<file path="config.mk">
export PLATFORM = sky130hd
export DESIGN_NAME = soc_bus_top
export DESIGN_NICKNAME = d
export VERILOG_FILES = /design/src/soc_pkg.sv /design/src/bus_decoder.sv /design/src/io_regs.sv /design/src/pin_router.sv /design/src/irq_router.sv /design/src/soc_bus_top.sv
export SDC_FILE = /design/constraint.sdc
export NUM_CORES = 1
export LEC_CHECK = 0
export BUFFER_PORTS_ARGS = -buffer_cell sky130_fd_sc_hd__buf_2
export CORE_ASPECT_RATIO = 0.8
export CORE_MARGIN = 5
export CORE_UTILIZATION = 52
export DETAILED_ROUTE_END_ITERATION = 8
export PLACE_DENSITY = 0.89
export SYNTH_ARGS = -nofsm -noshare
export SYNTH_HDL_FRONTEND = slang
export SYNTH_HIERARCHICAL = 1
export SYNTH_SLANG_ARGS = --single-unit
</file>
<file path="constraint.sdc">
create_clock -name clk -period 14.62 [get_ports clk]
set_input_delay 0.731 -clock clk [delete_from_list [all_inputs] [get_ports clk]]
set_output_delay 0.731 -clock clk [all_outputs]
set_load 0.02 [all_outputs]
</file>
<file path="src/soc_pkg.sv">
`default_nettype none

package soc_pkg;

	// Bus widths
	localparam int DATA_W = 32;
	localparam int STRB_W = 4;

	// Pad and interrupt widths
	localparam int GPIO_W = 16;
	localparam int IRQ_W = 32;

	// I/O page lives at 0x0300_00xx
	localparam int IO_OFS_W = 8;
	localparam logic [DATA_W-IO_OFS_W-1:0] IO_PAGE = 24'h030000;

	// Byte offsets inside the I/O page
	typedef enum logic [IO_OFS_W-1:0] {
		GPIO_DATA = 8'h00,
		GPIO_OEB = 8'h04,
		GPIO_PU = 8'h08,
		GPIO_PD = 8'h0c,
		COMP_DEST = 8'h6c,
		RCOSC_DEST = 8'h74,
		XTAL_DEST = 8'ha0,
		TRAP_DEST = 8'ha8,
		IRQ7_SRC = 8'hb0,
		IRQ8_SRC = 8'hb4,
		// Read-only alarm status
		OVERTEMP_STAT = 8'he4,
		OVERTEMP_DEST = 8'he8
	} io_reg_e;

	// Shared encoding for every destination and source selector
	typedef enum logic [1:0] {
		ROUTE_NONE = 2'd0,
		ROUTE_A = 2'd1,
		ROUTE_B = 2'd2,
		ROUTE_C = 2'd3
	} route_e;

endpackage

`default_nettype wire

</file>
<file path="src/bus_decoder.sv">
`timescale 1ns/1ps
`default_nettype none

module bus_decoder import soc_pkg::*; #(
	parameter int MEM_WORDS = 1024
) (
	input wire clk,
	input wire resetn,
	// Master request
	input wire mem_valid,
	input wire [DATA_W-1:0] mem_addr,
	input wire [DATA_W-1:0] mem_wdata,
	input wire [STRB_W-1:0] mem_wstrb,
	// Master response
	output logic mem_ready,
	output logic [DATA_W-1:0] mem_rdata,
	// External SRAM pins
	output logic ram_wenb,
	output logic [$clog2(MEM_WORDS)-1:0] ram_addr,
	output logic [DATA_W-1:0] ram_wdata,
	input wire [DATA_W-1:0] ram_rdata,
	// Register block request and read data
	output logic io_req,
	output logic [IO_OFS_W-1:0] io_ofs,
	output logic [DATA_W-1:0] io_wdata,
	output logic [STRB_W-1:0] io_wstrb,
	input wire [DATA_W-1:0] io_rdata
);
	localparam int RAM_AW = $clog2(MEM_WORDS);
	// Scratchpad window size in bytes
	localparam logic [DATA_W-1:0] RAM_BYTES = DATA_W'(4 * MEM_WORDS);

	// Which peer answers the access in flight
	typedef enum logic [1:0] {
		TGT_NONE,
		TGT_RAM,
		TGT_IO
	} tgt_e;

	logic start;
	logic ram_hit;
	logic io_hit;
	logic is_write;
	tgt_e tgt_d;
	tgt_e tgt_q;

	// First cycle of an access, no ack pending
	assign start = mem_valid && !mem_ready;
	assign ram_hit = mem_addr < RAM_BYTES;
	// Upper 24 bits pick the I/O page
	assign io_hit = mem_addr[DATA_W-1:IO_OFS_W] == IO_PAGE;
	// Any strobe set means write
	assign is_write = |mem_wstrb;

	// SRAM window wins if the two ever overlap
	always_comb begin
		if (ram_hit) begin
			tgt_d = TGT_RAM;
		end else if (io_hit) begin
			tgt_d = TGT_IO;
		end else begin
			tgt_d = TGT_NONE;
		end
	end

	// Write enable only in the request cycle
	assign ram_wenb = !(start && ram_hit && is_write);
	// Word address, byte lanes dropped
	assign ram_addr = mem_addr[RAM_AW+1:2];
	// Strobes not honored by the SRAM macro
	assign ram_wdata = mem_wdata;

	// One-cycle strobe toward the register block
	assign io_req = start && tgt_d == TGT_IO;
	assign io_ofs = mem_addr[IO_OFS_W-1:0];
	assign io_wdata = mem_wdata;
	assign io_wstrb = mem_wstrb;

	// Registered ack covers every target, unmapped included
	always_ff @(posedge clk) begin
		if (!resetn) begin
			mem_ready <= 1'b0;
			tgt_q <= TGT_NONE;
		end else begin
			mem_ready <= start;
			if (start) begin
				tgt_q <= tgt_d;
			end
		end
	end

	// Response mux in the ack cycle
	always_comb begin
		mem_rdata = '0;
		if (mem_ready) begin
			case (tgt_q)
				TGT_RAM: mem_rdata = ram_rdata;
				TGT_IO: mem_rdata = io_rdata;
				// Unmapped reads return zero
				default: mem_rdata = '0;
			endcase
		end
	end

endmodule

`default_nettype wire

</file>
<file path="src/io_regs.sv">
`timescale 1ns/1ps
`default_nettype none

module io_regs import soc_pkg::*; (
	input wire clk,
	input wire resetn,
	// Request from the decoder
	input wire io_req,
	input wire [IO_OFS_W-1:0] io_ofs,
	input wire [DATA_W-1:0] io_wdata,
	input wire [STRB_W-1:0] io_wstrb,
	output logic [DATA_W-1:0] io_rdata,
	// Pad state read back
	input wire [GPIO_W-1:0] gpio_in,
	input wire [GPIO_W-1:0] gpio_out,
	input wire overtemp,
	// GPIO control registers
	output logic [GPIO_W-1:0] gpio_reg,
	output logic [GPIO_W-1:0] gpio_oeb_reg,
	output logic [GPIO_W-1:0] gpio_pu_reg,
	output logic [GPIO_W-1:0] gpio_pd_reg,
	// Signal routing selectors
	output route_e comp_dest,
	output route_e rcosc_dest,
	output route_e xtal_dest,
	output route_e trap_dest,
	output route_e overtemp_dest,
	output route_e irq7_src,
	output route_e irq8_src
);
	io_reg_e ofs;

	assign ofs = io_reg_e'(io_ofs);

	// 16-bit register, low byte on strobe 0, high byte on strobe 1
	function automatic logic [GPIO_W-1:0] merge_half(
		input logic [GPIO_W-1:0] cur,
		input logic [DATA_W-1:0] wdata,
		input logic [STRB_W-1:0] strb
	);
		logic [GPIO_W-1:0] res;
		res = cur;
		if (strb[0]) begin
			res[7:0] = wdata[7:0];
		end
		if (strb[1]) begin
			res[GPIO_W-1:8] = wdata[GPIO_W-1:8];
		end
		return res;
	endfunction

	// Selectors take bits 1:0 on strobe 0
	function automatic route_e sel_write(
		input route_e cur,
		input logic [DATA_W-1:0] wdata,
		input logic [STRB_W-1:0] strb
	);
		return strb[0] ? route_e'(wdata[1:0]) : cur;
	endfunction

	// Zero-extended read views
	function automatic logic [DATA_W-1:0] rd_half(input logic [GPIO_W-1:0] r);
		return {{(DATA_W-GPIO_W){1'b0}}, r};
	endfunction

	function automatic logic [DATA_W-1:0] rd_sel(input route_e s);
		return {{(DATA_W-2){1'b0}}, s};
	endfunction

	// Register writes land at the request edge
	always_ff @(posedge clk) begin
		if (!resetn) begin
			gpio_reg <= '0;
			// Outputs disabled out of reset
			gpio_oeb_reg <= '1;
			gpio_pu_reg <= '0;
			gpio_pd_reg <= '0;
			comp_dest <= ROUTE_NONE;
			rcosc_dest <= ROUTE_NONE;
			xtal_dest <= ROUTE_NONE;
			trap_dest <= ROUTE_NONE;
			overtemp_dest <= ROUTE_NONE;
			irq7_src <= ROUTE_NONE;
			irq8_src <= ROUTE_NONE;
		end else if (io_req) begin
			case (ofs)
				GPIO_DATA: gpio_reg <= merge_half(gpio_reg, io_wdata, io_wstrb);
				GPIO_OEB: gpio_oeb_reg <= merge_half(gpio_oeb_reg, io_wdata, io_wstrb);
				GPIO_PU: gpio_pu_reg <= merge_half(gpio_pu_reg, io_wdata, io_wstrb);
				GPIO_PD: gpio_pd_reg <= merge_half(gpio_pd_reg, io_wdata, io_wstrb);
				COMP_DEST: comp_dest <= sel_write(comp_dest, io_wdata, io_wstrb);
				RCOSC_DEST: rcosc_dest <= sel_write(rcosc_dest, io_wdata, io_wstrb);
				XTAL_DEST: xtal_dest <= sel_write(xtal_dest, io_wdata, io_wstrb);
				TRAP_DEST: trap_dest <= sel_write(trap_dest, io_wdata, io_wstrb);
				IRQ7_SRC: irq7_src <= sel_write(irq7_src, io_wdata, io_wstrb);
				IRQ8_SRC: irq8_src <= sel_write(irq8_src, io_wdata, io_wstrb);
				OVERTEMP_DEST: overtemp_dest <= sel_write(overtemp_dest, io_wdata, io_wstrb);
				// Status and unassigned offsets ignore writes
				default: ;
			endcase
		end
	end

	// Read word ready in the ack cycle
	always_ff @(posedge clk) begin
		if (io_req) begin
			case (ofs)
				// Pad output on top, pad input below
				GPIO_DATA: io_rdata <= {gpio_out, gpio_in};
				GPIO_OEB: io_rdata <= rd_half(gpio_oeb_reg);
				GPIO_PU: io_rdata <= rd_half(gpio_pu_reg);
				GPIO_PD: io_rdata <= rd_half(gpio_pd_reg);
				COMP_DEST: io_rdata <= rd_sel(comp_dest);
				RCOSC_DEST: io_rdata <= rd_sel(rcosc_dest);
				XTAL_DEST: io_rdata <= rd_sel(xtal_dest);
				TRAP_DEST: io_rdata <= rd_sel(trap_dest);
				IRQ7_SRC: io_rdata <= rd_sel(irq7_src);
				IRQ8_SRC: io_rdata <= rd_sel(irq8_src);
				OVERTEMP_STAT: io_rdata <= {{(DATA_W-1){1'b0}}, overtemp};
				OVERTEMP_DEST: io_rdata <= rd_sel(overtemp_dest);
				default: io_rdata <= '0;
			endcase
		end
	end

endmodule

`default_nettype wire

</file>
<file path="src/pin_router.sv">
`timescale 1ns/1ps
`default_nettype none

module pin_router import soc_pkg::*; (
	// Register values
	input wire [GPIO_W-1:0] gpio_reg,
	input wire [GPIO_W-1:0] gpio_oeb_reg,
	input wire [GPIO_W-1:0] gpio_pu_reg,
	input wire [GPIO_W-1:0] gpio_pd_reg,
	// Destination selectors
	input wire route_e comp_dest,
	input wire route_e rcosc_dest,
	input wire route_e xtal_dest,
	input wire route_e trap_dest,
	input wire route_e overtemp_dest,
	// Signals that can be routed to pads
	input wire comp_in,
	input wire rcosc_in,
	input wire xtal_in,
	input wire trap_in,
	input wire overtemp,
	// Pad controls
	output logic [GPIO_W-1:0] gpio_out,
	output logic [GPIO_W-1:0] gpio_outenb,
	output logic [GPIO_W-1:0] gpio_pullup,
	output logic [GPIO_W-1:0] gpio_pulldown
);
	logic [GPIO_W-1:0] route_mask;
	logic [GPIO_W-1:0] route_val;
	logic [GPIO_W-1:0] grp_mask;

	// One-hot pin within a group, A is the lowest pin
	function automatic logic [2:0] pin_sel(input route_e s);
		case (s)
			ROUTE_A: return 3'b001;
			ROUTE_B: return 3'b010;
			ROUTE_C: return 3'b100;
			default: return 3'b000;
		endcase
	endfunction

	// Pins that carry a routed signal
	// Groups: ot 15:14, trap 13:11, free 10:8, xtal 7:5, rcosc 4:2, comp 1:0
	assign route_mask = {2'(pin_sel(overtemp_dest)), pin_sel(trap_dest), 3'b000,
		pin_sel(xtal_dest), pin_sel(rcosc_dest), 2'(pin_sel(comp_dest))};

	// Each group sees only its own signal
	assign route_val = {{2{overtemp}}, {3{trap_in}}, 3'b000,
		{3{xtal_in}}, {3{rcosc_in}}, {2{comp_in}}};

	// Whole group claimed while its selector is active
	assign grp_mask = {{2{overtemp_dest != ROUTE_NONE}}, {3{trap_dest != ROUTE_NONE}}, 3'b000,
		{3{xtal_dest != ROUTE_NONE}}, {3{rcosc_dest != ROUTE_NONE}},
		{2{comp_dest != ROUTE_NONE}}};

	// Routed signal replaces the data bit
	assign gpio_out = (gpio_reg & ~route_mask) | (route_val & route_mask);
	// Claimed pins are driven with no pulls
	assign gpio_outenb = gpio_oeb_reg & ~grp_mask;
	assign gpio_pullup = gpio_pu_reg & ~grp_mask;
	assign gpio_pulldown = gpio_pd_reg & ~grp_mask;

endmodule

`default_nettype wire

</file>
<file path="src/irq_router.sv">
`timescale 1ns/1ps
`default_nettype none

module irq_router import soc_pkg::*; (
	input wire [GPIO_W-1:0] gpio_in,
	// Source and destination selectors
	input wire route_e irq7_src,
	input wire route_e irq8_src,
	input wire route_e comp_dest,
	input wire route_e overtemp_dest,
	// Direct interrupt sources
	input wire comp_in,
	input wire overtemp,
	input wire irq_pin,
	input wire irq_spi,
	output logic [IRQ_W-1:0] irq
);
	// One of three pins, nothing for NONE
	function automatic logic pick3(input route_e s, input logic [2:0] pins);
		case (s)
			ROUTE_A: return pins[0];
			ROUTE_B: return pins[1];
			ROUTE_C: return pins[2];
			default: return 1'b0;
		endcase
	endfunction

	always_comb begin
		irq = '0;
		irq[5] = irq_pin;
		irq[6] = irq_spi;
		// GPIO 0..2 and 3..5
		irq[7] = pick3(irq7_src, gpio_in[2:0]);
		irq[8] = pick3(irq8_src, gpio_in[5:3]);
		// Route C sends comparator and alarm to the CPU
		irq[9] = comp_in && comp_dest == ROUTE_C;
		irq[10] = overtemp && overtemp_dest == ROUTE_C;
	end

endmodule

`default_nettype wire

</file>
<file path="src/soc_bus_top.sv">
`timescale 1ns/1ps
`default_nettype none

module soc_bus_top import soc_pkg::*; #(
	parameter int MEM_WORDS = 1024
) (
	input wire clk,
	input wire resetn,
	// Master bus
	input wire mem_valid,
	input wire [DATA_W-1:0] mem_addr,
	input wire [DATA_W-1:0] mem_wdata,
	input wire [STRB_W-1:0] mem_wstrb,
	output logic mem_ready,
	output logic [DATA_W-1:0] mem_rdata,
	// External SRAM
	output logic ram_wenb,
	output logic [$clog2(MEM_WORDS)-1:0] ram_addr,
	output logic [DATA_W-1:0] ram_wdata,
	input wire [DATA_W-1:0] ram_rdata,
	// Pads
	input wire [GPIO_W-1:0] gpio_in,
	output logic [GPIO_W-1:0] gpio_out,
	output logic [GPIO_W-1:0] gpio_outenb,
	output logic [GPIO_W-1:0] gpio_pullup,
	output logic [GPIO_W-1:0] gpio_pulldown,
	// Analog and core sideband
	input wire comp_in,
	input wire rcosc_in,
	input wire xtal_in,
	input wire trap_in,
	input wire overtemp,
	// Interrupts
	input wire irq_pin,
	input wire irq_spi,
	output logic [IRQ_W-1:0] irq
);
	// Decoder to register block
	logic io_req;
	logic [IO_OFS_W-1:0] io_ofs;
	logic [DATA_W-1:0] io_wdata;
	logic [STRB_W-1:0] io_wstrb;
	logic [DATA_W-1:0] io_rdata;

	// Register block to routers
	logic [GPIO_W-1:0] gpio_reg;
	logic [GPIO_W-1:0] gpio_oeb_reg;
	logic [GPIO_W-1:0] gpio_pu_reg;
	logic [GPIO_W-1:0] gpio_pd_reg;
	route_e comp_dest;
	route_e rcosc_dest;
	route_e xtal_dest;
	route_e trap_dest;
	route_e overtemp_dest;
	route_e irq7_src;
	route_e irq8_src;

	bus_decoder #(
		.MEM_WORDS(MEM_WORDS)
	) u_bus_decoder (
		.clk(clk),
		.resetn(resetn),
		.mem_valid(mem_valid),
		.mem_addr(mem_addr),
		.mem_wdata(mem_wdata),
		.mem_wstrb(mem_wstrb),
		.mem_ready(mem_ready),
		.mem_rdata(mem_rdata),
		.ram_wenb(ram_wenb),
		.ram_addr(ram_addr),
		.ram_wdata(ram_wdata),
		.ram_rdata(ram_rdata),
		.io_req(io_req),
		.io_ofs(io_ofs),
		.io_wdata(io_wdata),
		.io_wstrb(io_wstrb),
		.io_rdata(io_rdata)
	);

	io_regs u_io_regs (
		.clk(clk),
		.resetn(resetn),
		.io_req(io_req),
		.io_ofs(io_ofs),
		.io_wdata(io_wdata),
		.io_wstrb(io_wstrb),
		.io_rdata(io_rdata),
		.gpio_in(gpio_in),
		.gpio_out(gpio_out),
		.overtemp(overtemp),
		.gpio_reg(gpio_reg),
		.gpio_oeb_reg(gpio_oeb_reg),
		.gpio_pu_reg(gpio_pu_reg),
		.gpio_pd_reg(gpio_pd_reg),
		.comp_dest(comp_dest),
		.rcosc_dest(rcosc_dest),
		.xtal_dest(xtal_dest),
		.trap_dest(trap_dest),
		.overtemp_dest(overtemp_dest),
		.irq7_src(irq7_src),
		.irq8_src(irq8_src)
	);

	pin_router u_pin_router (
		.gpio_reg(gpio_reg),
		.gpio_oeb_reg(gpio_oeb_reg),
		.gpio_pu_reg(gpio_pu_reg),
		.gpio_pd_reg(gpio_pd_reg),
		.comp_dest(comp_dest),
		.rcosc_dest(rcosc_dest),
		.xtal_dest(xtal_dest),
		.trap_dest(trap_dest),
		.overtemp_dest(overtemp_dest),
		.comp_in(comp_in),
		.rcosc_in(rcosc_in),
		.xtal_in(xtal_in),
		.trap_in(trap_in),
		.overtemp(overtemp),
		.gpio_out(gpio_out),
		.gpio_outenb(gpio_outenb),
		.gpio_pullup(gpio_pullup),
		.gpio_pulldown(gpio_pulldown)
	);

	irq_router u_irq_router (
		.gpio_in(gpio_in),
		.irq7_src(irq7_src),
		.irq8_src(irq8_src),
		.comp_dest(comp_dest),
		.overtemp_dest(overtemp_dest),
		.comp_in(comp_in),
		.overtemp(overtemp),
		.irq_pin(irq_pin),
		.irq_spi(irq_spi),
		.irq(irq)
	);

endmodule

`default_nettype wire

</file>
* Word-level counts from Yosys, hierarchy flattened
Index checks and enable logic that the tools add are counted.
Operators by class: equal/unequal tests 36, divide/modulo/power cells 0, mux-type cells 12, add/sub/neg operators 0, bitwise gates (word level) 8, shift operators 0, $mul 0, magnitude comparators 1, reductions and logical operators 30
Operator list (count):
- $pmux 32 s12 | 1
- $and 16x16->16 | 5
- $pmux 32 s2 | 1
- $eq 8x8->1 const B | 6
- $reduce_and 3->1 | 15
- $eq 2x2->1 const B | 16
- $lt 32x13->1 const B | 1
- $mux 32 | 1
- $not 16->16 | 2
- $pmux 3 s3 | 3
- $eq 24x18->1 const B | 1
- $eq 2x1->1 const B | 8
- $eq 8x4->1 const B | 2
- $eq 8x7->1 const B | 2
- $or 16x16->16 | 1
- $pmux 2 s3 | 2
- $reduce_bool 2->1 | 5
- $eq 8x3->1 const B | 1
- $logic_not 8->1 | 1
- $logic_and 1x1->1 | 6
- $pmux 1 s3 | 2
- $mux 2 | 2
- $reduce_or 4->1 | 1
- $logic_not 1->1 | 2
Storage, ports and cells: memory bits (writable) 0, bits in latches 0, bits of input ports 126, memories kept 0, bits in registers 113, word-level logic and storage cells 105, ROM bits 0

* Logic depth before layout (Yosys ltp)
Gate-level depths: netlist of the first run.
word-level depth 6, gate-level depth with buffers 9

* By module
The synthesis of the first run kept the hierarchy.
Modules (own cells, without submodules):
- io_regs | area an instance 4808.4 um^2, instances 1, cells each 414, sequential area each 2522.4 um^2
- bus_decoder | area an instance 1266.2 um^2, instances 1, cells each 188, sequential area each 60.1 um^2
- pin_router | area an instance 573.0 um^2, instances 1, cells each 82, sequential area each 0.0 um^2
- irq_router | area an instance 274.0 um^2, instances 1, cells each 37, sequential area each 0.0 um^2

* Least setup slack after synthesis of the first run
OpenSTA, ideal clock, no wires.
path kind input -> register, from in mem_addr[28], to reg u_io_regs.comp_dest[0], path slack 8.577 ns, stages on the path 7, buffers on the path 0, library setup time 0.116 ns, data arrival time 5.927 ns, path through or4_1 > or4_4 > nor3_1 > nand2_1 > or4_1 > mux2i_1 > nor2b_1
On the way: cells in the longest elaborated chain, start to end 6, elaborated cells between the ends (all ways) 7, classes of those cells order compare: 1; eq/ne: 2; mux: 2; reduce/logical: 2
Ends and longest elaborated chain:
- start, declared | line soc_bus_top.sv:11 | input wire [DATA_W-1:0] mem_addr,
- parallel branches: the longest is 2 deep, another holds $lt 32x13->1
- $mux 2 (*) | line bus_decoder.sv:57 | if (ram_hit) begin
- $eq 2x2->1 (*) | line bus_decoder.sv:74 | assign io_req = start && tgt_d == TGT_IO;
- $logic_and 1x1->1 (*) | line bus_decoder.sv:74
- net io_req | line soc_bus_top.sv:39 | logic io_req;
- $reduce_and 3->1 (no line) (*)
- end signal, assigned | line io_regs.sv:91 | COMP_DEST: comp_dest <= sel_write(comp_dest, io_wdata, io_wstrb);
- end, declared | line io_regs.sv:23 | output route_e comp_dest,
Mark *: on every way through the listed nets, which the timed path passes. A chain may end at the register's enable or synchronous reset.

* Final worst setup path of the first run
from in mem_addr[28], to reg u_io_regs.gpio_oeb_reg[2]
On the way: cells in the longest elaborated chain, start to end 6, elaborated cells between the ends (all ways) 7, classes of those cells order compare: 1; eq/ne: 2; mux: 2; reduce/logical: 2
Ends and longest elaborated chain:
- parallel branches: the longest is 2 deep, another holds $lt 32x13->1
- $mux 2 (*) | line bus_decoder.sv:57
- $eq 2x2->1 (*) | line bus_decoder.sv:74
- $logic_and 1x1->1 (*) | line bus_decoder.sv:74
- net io_req | line soc_bus_top.sv:39
- $reduce_and 3->1 (no line) (*)
- end signal, assigned | line io_regs.sv:88 | GPIO_OEB: gpio_oeb_reg <= merge_half(gpio_oeb_reg, io_wdata, io_wstrb);
- end, declared | line io_regs.sv:19 | output logic [GPIO_W-1:0] gpio_oeb_reg,
Marked as above.

==> summary.md, run 1 <==
| Metric | Value |
|---|---|
| Post-CTS Hold Fix Bufs | 0 |
| Largest net degree at the start of global routing | 83 |
| DP HPWL | around 15 mm |
| # setup viols final | 0 |
| Layout cells sized above 1 | 0.345 |
| Critical Path End Type | flop |
| Multi-input logic area | approximately 3300 um^2 |
| Synthesized area per cell | 9.65 um^2 |
| Sw power | 0.000182 W |
| Data required, critical path | 14.88 ns |
| Grt peak-use layer | met2 |
| Core Util, Final | 0.620 |
| CP Max Fanout | 35 |
| Post-route insts no fill | around 1,000 |
| # IOs | ~300 |
| Via count | 5,621 |
| Die Height | between 100 and 150 um |
| Met3 Use GR | 0.0596 |
| Setup slack after layout | between 10 and 15 ns |
| PwrDens | 98.9 nW/um^2 |
| Cells after Synth | ~700 |
| Port Buf Inserts | between 200 and 250 |
| Pre-CTS setup slack | between 10 and 15 ns |
| Root Driver | clkbuf_16 |
| H-tree Lvls | 4 |
| Mapped Area | about 6800 um^2 |
| DR WL/cell | a little under 20 um |
| Flop pwr share | 0.408 |
| Critical path's most frequent cell | nand2_1 |
| Slowest CP cell | nor3_4 |
| CTS tree | done |
| Slew HR | 0.209 |
| Most flops, register | u_io_regs/io_rdata |
| FF/Latch Area | 2580 um^2 |
| Router iterations before antenna repair | 5 |
| Detailed Route WL | roughly 20 mm |
| Worst-Margin Slew | about 1.2 ns |
| CTS Sinks | ~110 |
| Final count of hold timing violations | 0 |
| Max FFs per register | 32 |
| First-pass GRT wire length | approximately 31 mm |
| Clock skew | roughly 0.0050 ns |
| Startpoint type of the worst setup path | primary input |
| Final Wtd Congestion | between 0.9 and 1 |
| Synth-to-Final Area Change | 17.2% |
| DR DRC count | 0 |
| Fmax | 0.276 GHz |
| Fin. max-slew vios | 0 |
| RSZ-0062 raised after global routing | no |
| Crit path buffers/inverters | 2 |
| Global Route Usage Sum | 0.258 |
| CTS buffer count | 17 |
| Reg clk slew, reported paths | approximately 0.05 ns |
| Setup TNS | 0 ns |
| Crit-path max cell delay | about 0.57 ns |
| Worst Hold Slack | roughly 0.50 ns |
| Status | finished, final reports clean |
| Commonest cells after routing, fill and taps aside | buf_2 (235), mux2i_1 (95), dfxtp_1 (81) |
| Synth warn | 6 |
| Core area | between 10,000 and 15,000 um^2 |
| Row cnt | 37 |
| Clock Tree Buf Depth | 2 |
| Antenna violations before repair | 1 |
| Nets | around 970 |
| Vias per cell | about 5.4 |
| Die area | around 15,000 um^2 |
| DR iter-0 viols | roughly 440 |
| Gate power share | 0.069 |
| GRT met1 Usage | 0.351 |
| P_leak | about 3.2 nW |
| Final period util | 0.248 |
| P_int | slightly above 0.0006 W |
| Worst-Skew Late Latency | around 0.40 ns |
| WP data arrival | slightly below 4 ns |
| Net Sw Frac | 0.231 |
| Die width | ~140 um |
| Dpl cells | between 1,000 and 1,500 |
| Top delay family on crit path | simple AND/OR/NAND/NOR gates |
| Critical path, cell by cell | buf_2 -> or4_1 -> or4_4 -> nor3_2 -> buf_4 -> nand2_1 -> nor3_4 -> mux2i_1 -> nand2_1 |
| VDD IR max | ~0.000077 V |
| Initial Util | 0.529 |
| Post-cts resize count | 0 |
| Most common cell after layout, fill and taps aside | buf_2 |
| Filler instances | ~1,100 |
| Post CTS Setup Buffer Count | 0 |
| Total gr overflow | 0 |
| Crit Path Class | in -> reg |
| Final min period | around 3.6 ns |
| Vias in the first global route | ~5,600 |
| Clk network pwr share | 0.524 |
| Routing usage on met2 | 0.414 |
| Max-Cap Viols | 0 |
| Worst min-delay path class | reg -> reg |
| Antenna-violating nets left | 0 |
area by class of cell:
cell class / instances / share of cell area
antenna: 1 / 0.000315
clock buffer: 19 / 0.0584
clock inverter: 13 / 0.0168
inverter: 4 / 0.00189
multi-input combinational: 470 / 0.418
sequential: 113 / 0.325
tap: 175 / 0.0275
timing repair buffer: 240 / 0.153
metal layers:
| metal | up-vias | part of all wire | wire length, um |
|---|---|---|---|
| li1 | 2613 | - | - |
| met1 | 2650 | 0.42 | 8550 |
| met2 | 325 | 0.47 | 9600 |
| met3 | 31 | 0.10 | 2090 |
| met4 | 2 | 0.012 | 245 |
| met5 | - | 0.00063 | 13 |
power groups by stage:
stage | Sequential (W) | Clock, W | Combinational [W]
final | 0.000321 | 0.000412 | 0.0000539
after global routing | 0.000320 | 0.000430 | 0.0000580
after CTS | 0.000321 | 0.000416 | 0.0000537
after detailed placement | 0.000327 | 0 | 0.0000535
after global placement | 0.000327 | 0 | 0.0000529
after floorplan | 0.000327 | 0 | 0.0000508
tightest hold or removal path, stage by stage (launching register included):
cell and delay [ns]:
dfxtp_1 0.32, nand3_1 0.07, o41ai_1 0.06
final timing paths:
path         cells after the start                                 from                                endpoint  slack, ns
min                              2  u_bus_decoder/tgt_q[0]$_SDFFE_PN0P_     u_bus_decoder/tgt_q[0]$_SDFFE_PN0P_       0.50
min reg2reg                      2  u_bus_decoder/tgt_q[0]$_SDFFE_PN0P_     u_bus_decoder/tgt_q[0]$_SDFFE_PN0P_       0.50
max reg2reg                      8   u_bus_decoder/mem_ready$_SDFF_PN0_  u_io_regs/gpio_oeb_reg[2]$_SDFFE_PN1P_      11.49
max                              9                         mem_addr[28]  u_io_regs/gpio_oeb_reg[2]$_SDFFE_PN1P_      11.00
through the flow:
step | area [um^2] | total power, W
after floorplan | 6880 | 0.000378
after global placement | 7350 | 0.000380
after detailed placement | 7350 | 0.000381
after CTS | 7950 | 0.000790
after global routing | 7950 | 0.000808
final | 7950 | 0.000786
Power figures use the tool's default switching activity.
==> run 2: changes to the inputs <==
--- a/config.mk
+++ b/config.mk
@@ -8,9 +8,9 @@
 export BUFFER_PORTS_ARGS = -buffer_cell sky130_fd_sc_hd__buf_2
 export CORE_ASPECT_RATIO = 0.8
 export CORE_MARGIN = 5
-export CORE_UTILIZATION = 52
+export CORE_UTILIZATION = 44
 export DETAILED_ROUTE_END_ITERATION = 8
-export PLACE_DENSITY = 0.89
+export PLACE_DENSITY = 0.81
 export SYNTH_ARGS = -nofsm -noshare
 export SYNTH_HDL_FRONTEND = slang
 export SYNTH_HIERARCHICAL = 1
==> constraint.sdc (replaced) <==
create_clock -name clk -period 3 [get_ports clk]
set_input_delay 0.15 -clock clk [delete_from_list [all_inputs] [get_ports clk]]
set_output_delay 0.15 -clock clk [all_outputs]
set_load 0.02 [all_outputs]
==> run 2 against run 1 <==
Effect of this change: worst hold slack worse by 0.46 ns; critical path depth down 2; first-iteration DRC count is 12% lower; clock power increased to 5.0 times the previous value; sequential share of layout area down 0.88 points; critical path type is now reg -> reg; critical endpoint is now u_io_regs/xtal_dest[1]$_SDFFE_PN0P_.
==> summary.md, run 2 (synthesized netlist as in run 1, its figures left out) <==
| Metric | Value |
|---|---|
| Status | finished, final reports clean |
| Final Wtd Congestion | roughly 0.85 |
| Port Buf Inserts | 235 |
| Max FFs per register | 32 |
| Core Util, Final | 0.543 |
| CP Max Fanout | 5 |
| Launching point of the worst reg2reg path | u_bus_decoder/mem_ready$_SDFF_PN0_ |
| Final period util | 0.796 |
| Crit Path Class | reg -> reg |
| RSZ-0062 raised after global routing | no |
| Filler instances | approximately 1,300 |
| P_leak | between 3 and 4 nW |
| Final count of hold timing violations | 0 |
| DP HPWL | 16.5 mm |
| Worst-Margin Slew | ~0.65 ns |
| Vias in the first global route | between 5,000 and 6,000 |
| Core area | about 15,000 um^2 |
| Critical Path End Type | flop |
| Antenna-violating nets left | 0 |
| Nets | between 900 and 1,000 |
| DR WL/cell | 19.7 um |
| Commonest cells after routing, fill and taps aside | buf_2 (235), mux2i_1 (95), dfxtp_1 (81) |
| Most common cell after layout, fill and taps aside | buf_2 |
| Data required, critical path | 3.29 ns |
| VDD IR max | 0.000392 V |
| Setup slack after layout | between 0.6 and 0.7 ns |
| Post-cts resize count | 0 |
| Placed inst area | about 7600 um^2 |
| Setup slack, reg-to-reg | ~0.61 ns |
| FF/Latch Area | 2580 um^2 |
| Global Route Usage Sum | 0.231 |
| Pre-CTS setup slack | 0.276 ns |
| H-tree Lvls | 4 |
| # setup viols final | 0 |
| Worst hold path startpoint | mem_wdata[10] |
| Crit-path max cell delay | about 0.47 ns |
| Post CTS Setup Buffer Count | 0 |
| Die width | 149 um |
| First-pass GRT wire length | between 30 and 40 mm |
| Root Driver | clkbuf_16 |
| DR iter-0 viols | around 390 |
| Critical path, cell by cell | nand2b_1 -> or4_4 -> nor3_4 -> nand4b_1 -> nor3_1 -> mux2i_1 -> nor2b_1 |
| Worst Setup SP | u_bus_decoder/mem_ready$_SDFF_PN0_ |
| Slowest CP cell | or4_4 |
| Vias per cell | around 5.2 |
| WP data arrival | between 2 and 3 ns |
| Via count | 5,607 |
| Slew HR | 0.563 |
| Fmax | around 0.42 GHz |
| DR DRC count | 0 |
| CTS Sinks | 113 |
| Initial Util | 0.450 |
| Max-Cap Viols | 0 |
| Clock skew | 0.0134 ns |
| Synth-to-Final Area Change | 20.5% |
| Antenna violations before repair | 4 |
| Total gr overflow | 0 |
| Startpoint type of the worst setup path | flop |
| Row cnt | 40 |
| Design area | roughly 8200 um^2 |
| Fin. max-slew vios | 0 |
| Clock Tree Buf Depth | 2 |
| Worst-Skew Late Latency | roughly 0.41 ns |
| PwrDens | ~480 nW/um^2 |
| Die Height | approximately 120 um |
| Router iterations before antenna repair | 6 |
| Largest net degree at the start of global routing | 39 |
| Multi-input logic area | roughly 3400 um^2 |
| Die area | ~18,000 um^2 |
| Reg clk slew, reported paths | ~0.050 ns |
| Layout cells sized above 1 | 0.361 |
| Post-CTS Hold Fix Bufs | 0 |
| Worst min-delay path class | in -> reg |
| Detailed Route WL | 21.4 mm |
| CTS tree | done |
| # IOs | approximately 300 |
| Final min period | approximately 2.4 ns |
| CTS buffer count | 17 |
| Most flops, register | u_io_regs/io_rdata |
run 2: worst paths after layout:
kind                                                                 to  depth (start not counted)
worst max-delay path                u_io_regs/xtal_dest[1]$_SDFFE_PN0P_                          7
worst min-delay path            u_io_regs/gpio_oeb_reg[10]$_SDFFE_PN1P_                          3
worst max register to register      u_io_regs/xtal_dest[1]$_SDFFE_PN0P_                          7
worst min register to register  u_io_regs/gpio_oeb_reg[13]$_SDFFE_PN1P_                          2
run 2: layer usage:
layer | global-route usage | vias to the layer above | wire [um]
li1 | - | 2651 | -
met1 | 0.311 | 2626 | 9160
met2 | 0.380 | 293 | 10000
met3 | 0.0564 | 31 | 1870
met4 | 0.0492 | 6 | 318
met5 | 0 | - | 41
run 2: final cells by class:
type                       instances  share of cell area
clock inverter                     8              0.0118
multi-input combinational        470               0.410
inverter                           4             0.00184
timing repair buffer             257               0.164
sequential                       113               0.316
antenna                            1            0.000306
tap                              210              0.0321
clock buffer                      24              0.0640
run 2: critical path: cells and delay by family (launching register included):
kind	cells	cell delay [ns]
AND/OR/NAND/NOR	6	1.73
flip-flops	1	0.32
multiplexers	1	0.23
run 2: power by group:
| part | leakage, nW | internal, W | total, W | switching, W |
|---|---|---|---|---|
| clock | 0.304 | 0.00138 | 0.00208 | 0.000704 |
| sequential | 0.884 | 0.00156 | 0.00156 | 0.000000580 |
| combinational | 2.12 | 0.0000979 | 0.000267 | 0.000169 |
run 2: stage by stage:
| step | TNS, ns | std cells | hold WS [ns] | power (W) |
|---|---|---|---|---|
| 2_1_floorplan | -11.86 | 728 | 0.285 | 0.00184 |
| 3_3_place_gp | 0 | 1054 | 0.300 | 0.00186 |
| 3_5_place_dp | 0 | 1054 | 0.300 | 0.00186 |
| 4_1_cts | 0 | 1086 | 0.0235 | 0.00394 |
| 5_1_grt | 0 | 1087 | 0.0568 | 0.00403 |
| 6_report | 0 | 1087 | 0.0394 | 0.00391 |
==> run 3: changes to the inputs <==
--- a/config.mk
+++ b/config.mk
@@ -8,9 +8,9 @@
 export BUFFER_PORTS_ARGS = -buffer_cell sky130_fd_sc_hd__buf_2
 export CORE_ASPECT_RATIO = 0.8
 export CORE_MARGIN = 5
-export CORE_UTILIZATION = 44
+export CORE_UTILIZATION = 49
 export DETAILED_ROUTE_END_ITERATION = 8
-export PLACE_DENSITY = 0.81
+export PLACE_DENSITY = 0.85
 export SYNTH_ARGS = -nofsm -noshare
 export SYNTH_HDL_FRONTEND = slang
 export SYNTH_HIERARCHICAL = 1
==> constraint.sdc (replaced) <==
create_clock -name clk -period 2.3 [get_ports clk]
set_input_delay 0.115 -clock clk [delete_from_list [all_inputs] [get_ports clk]]
set_output_delay 0.115 -clock clk [all_outputs]
set_load 0.02 [all_outputs]
==> run 3 against run 2 <==
Effect of this change: sequential share of layout area down 0.79 points; final cell count fell by 0.92%; register-to-register slack got worse by 0.47 ns; worst hold slack worse by 0.026 ns; cell area grew 2.6%; first-iteration DRC count down 13%; largest cell class unchanged; largest power group unchanged; highest routed layer unchanged.
==> summary.md, run 3 (synthesized netlist as in run 1, its figures left out) <==
| Metric | Value |
|---|---|
| Vias in the first global route | roughly 5,600 |
| Slowest CP cell | or4_4 |
| # IOs | between 200 and 300 |
| # setup viols final | 0 |
| Clock Tree Buf Depth | 2 |
| Worst-Skew Late Latency | approximately 0.4 ns |
| Total gr overflow | 0 |
| Crit path buffers/inverters | 2 |
| Max FFs per register | 32 |
| PwrDens | 595 nW/um^2 |
| Status | finished, final reports clean |
| Initial Util | 0.501 |
| Setup TNS | 0 ns |
| VDD IR max | between 0.0004 and 0.0005 V |
| Final min period | 2.24 ns |
| Final Wtd Congestion | between 0.8 and 0.9 |
| Slew HR | 0.379 |
| Root Driver | clkbuf_16 |
| WP data arrival | 2.12 ns |
| Port Buf Inserts | 235 |
| Fin. max-slew vios | 0 |
| CP Max Fanout | 3 |
| Antenna violations before repair | 1 |
| Max-Cap Viols | 0 |
| Die area | about 16,000 um^2 |
| CTS tree | done |
| Vias per cell | roughly 5.3 |
| Via count | approximately 5,700 |
| P_leak | ~3.4 nW |
| Ant. Diodes | 0 |
| Final count of hold timing violations | 0 |
| First-pass GRT wire length | 30.6 mm |
| Filler instances | 1,172 |
| Startpoint type of the worst setup path | flop |
| Commonest cells after routing, fill and taps aside | buf_2 (234), mux2i_1 (95), dfxtp_1 (80) |
| Layout cells sized above 1 | 0.372 |
| DR WL/cell | a little under 20 um |
| Global Route Usage Sum | 0.245 |
| Data required, critical path | 2.18 ns |
| Fmax | about 0.45 GHz |
| Die width | approximately 140 um |
| Worst min-delay path class | in -> reg |
| Most flops, register | u_io_regs/io_rdata |
| Worst path depth | 5 |
| Critical Path End Type | output pin |
| Detailed Route WL | approximately 21 mm |
| Worst Setup SP | u_bus_decoder/mem_ready$_SDFF_PN0_ |
| Top delay family on crit path | simple AND/OR/NAND/NOR gates |
| Pre-CTS setup slack | -0.189 ns |
| Launching point of the worst reg2reg path | u_bus_decoder/mem_ready$_SDFF_PN0_ |
| Setup slack, reg-to-reg | approximately 0.14 ns |
| Total power | 0.00500 W |
| Antenna-violating nets left | 0 |
| DP HPWL | between 15 and 20 mm |
| Capturing point of the worst reg2reg path | u_io_regs/xtal_dest[0]$_SDFFE_PN0P_ |
| Clock skew | about 0.010 ns |
| H-tree Lvls | 4 |
| DR iter-0 viols | 334 |
| DR DRC count | 0 |
| Worst Reg-to-Reg Cells | 9 |
| Die Height | around 120 um |
| Worst setup endpoint | ram_wenb |
| Reg clk slew, reported paths | 0.05 ns |
| Router iterations before antenna repair | 5 |
| Worst-Margin Slew | between 0.9 and 1 ns |
| Final period util | 0.972 |
| Most common cell after layout, fill and taps aside | buf_2 |
| Largest net degree at the start of global routing | 74 |
| Setup slack after layout | about 0.063 ns |
| Critical path, cell by cell | nand2b_4 -> or4_4 -> buf_6 -> or4_4 -> buf_6 |
| Crit-path max cell delay | 0.51 ns |
| Crit Path Class | reg -> out |
| Core area | 13,600 um^2 |
| Synth-to-Final Area Change | 23.6% |
| CTS Sinks | 113 |
| Row cnt | 38 |
| CTS buffer count | 17 |
| Nets | about 1,000 |
[run 3: report_power, final]
part | internal, W | leakage [nW] | switching, W
registers | 0.00204 | 0.885 | 0.000000642
logic | 0.000138 | 2.26 | 0.000224
clock network | 0.00169 | 0.277 | 0.000909
[run 3: final cells by class]
type,count,area (um^2),area share
Tap cell,180,225,0.0268
Sequential cell,113,2580,0.308
Multi-Input combinational cell,470,3370,0.402
Inverter,4,15.0,0.00179
Clock buffer,20,437,0.0520
Timing Repair Buffer,278,1620,0.193
Clock inverter,12,141,0.0169
[run 3: metal layers]
metal | share of wire | track usage | wire, um | vias up
li1 | - | - | - | 2697
met1 | 0.43 | 0.318 | 8930 | 2674
met2 | 0.48 | 0.406 | 9950 | 261
met3 | 0.083 | 0.0657 | 1740 | 33
met4 | 0.015 | 0.0678 | 307 | 2
met5 | 0.00033 | 0 | 7 | -
[run 3: worst register-to-register path, delay by kind of cell, from the launching register on]
family / cells / cell delay [ns]
muxes: 1 / 0.20
buffers and inverters: 2 / 0.30
DFF: 1 / 0.32
and+or+nand+nor: 6 / 1.23
[run 3: metrics by stage]
stage / cells / area, um^2 / hold slack, ns / utilization
CTS: 1074 / 8360 / 0.00190 / 0.617
floorplan: 728 / 6920 / 0.250 / -
global route: 1077 / 8390 / 0.0199 / 0.619
finish: 1077 / 8390 / 0.0139 / 0.619
global placement: 1038 / 7720 / 0.230 / 0.570
detailed placement: 1038 / 7720 / 0.230 / 0.570
[run 3: worst min path at each step]
stage                        from                                       to  slack (ns)  depth (start not counted)
finish              mem_wdata[11]  u_io_regs/gpio_oeb_reg[11]$_SDFFE_PN1P_        0.01                          3
global route        mem_wdata[13]  u_io_regs/gpio_oeb_reg[13]$_SDFFE_PN1P_        0.02                          3
CTS                 mem_wdata[11]  u_io_regs/gpio_oeb_reg[11]$_SDFFE_PN1P_       0.002                          3
detailed placement        irq_spi                                   irq[6]        0.23                          0
global placement          irq_spi                                   irq[6]        0.23                          0
floorplan                  resetn       u_bus_decoder/mem_ready$_SDFF_PN0_        0.25                          2
[run 3: repair_timing]
action	4_1_cts	5_1_grt
pin swaps	0	1
resized for setup	4	3
buffers inserted	0	3
endpoints found under the hold margin	3	0
gates cloned	0	0
endpoints found under the setup margin	1	5
hold buffers	4	0
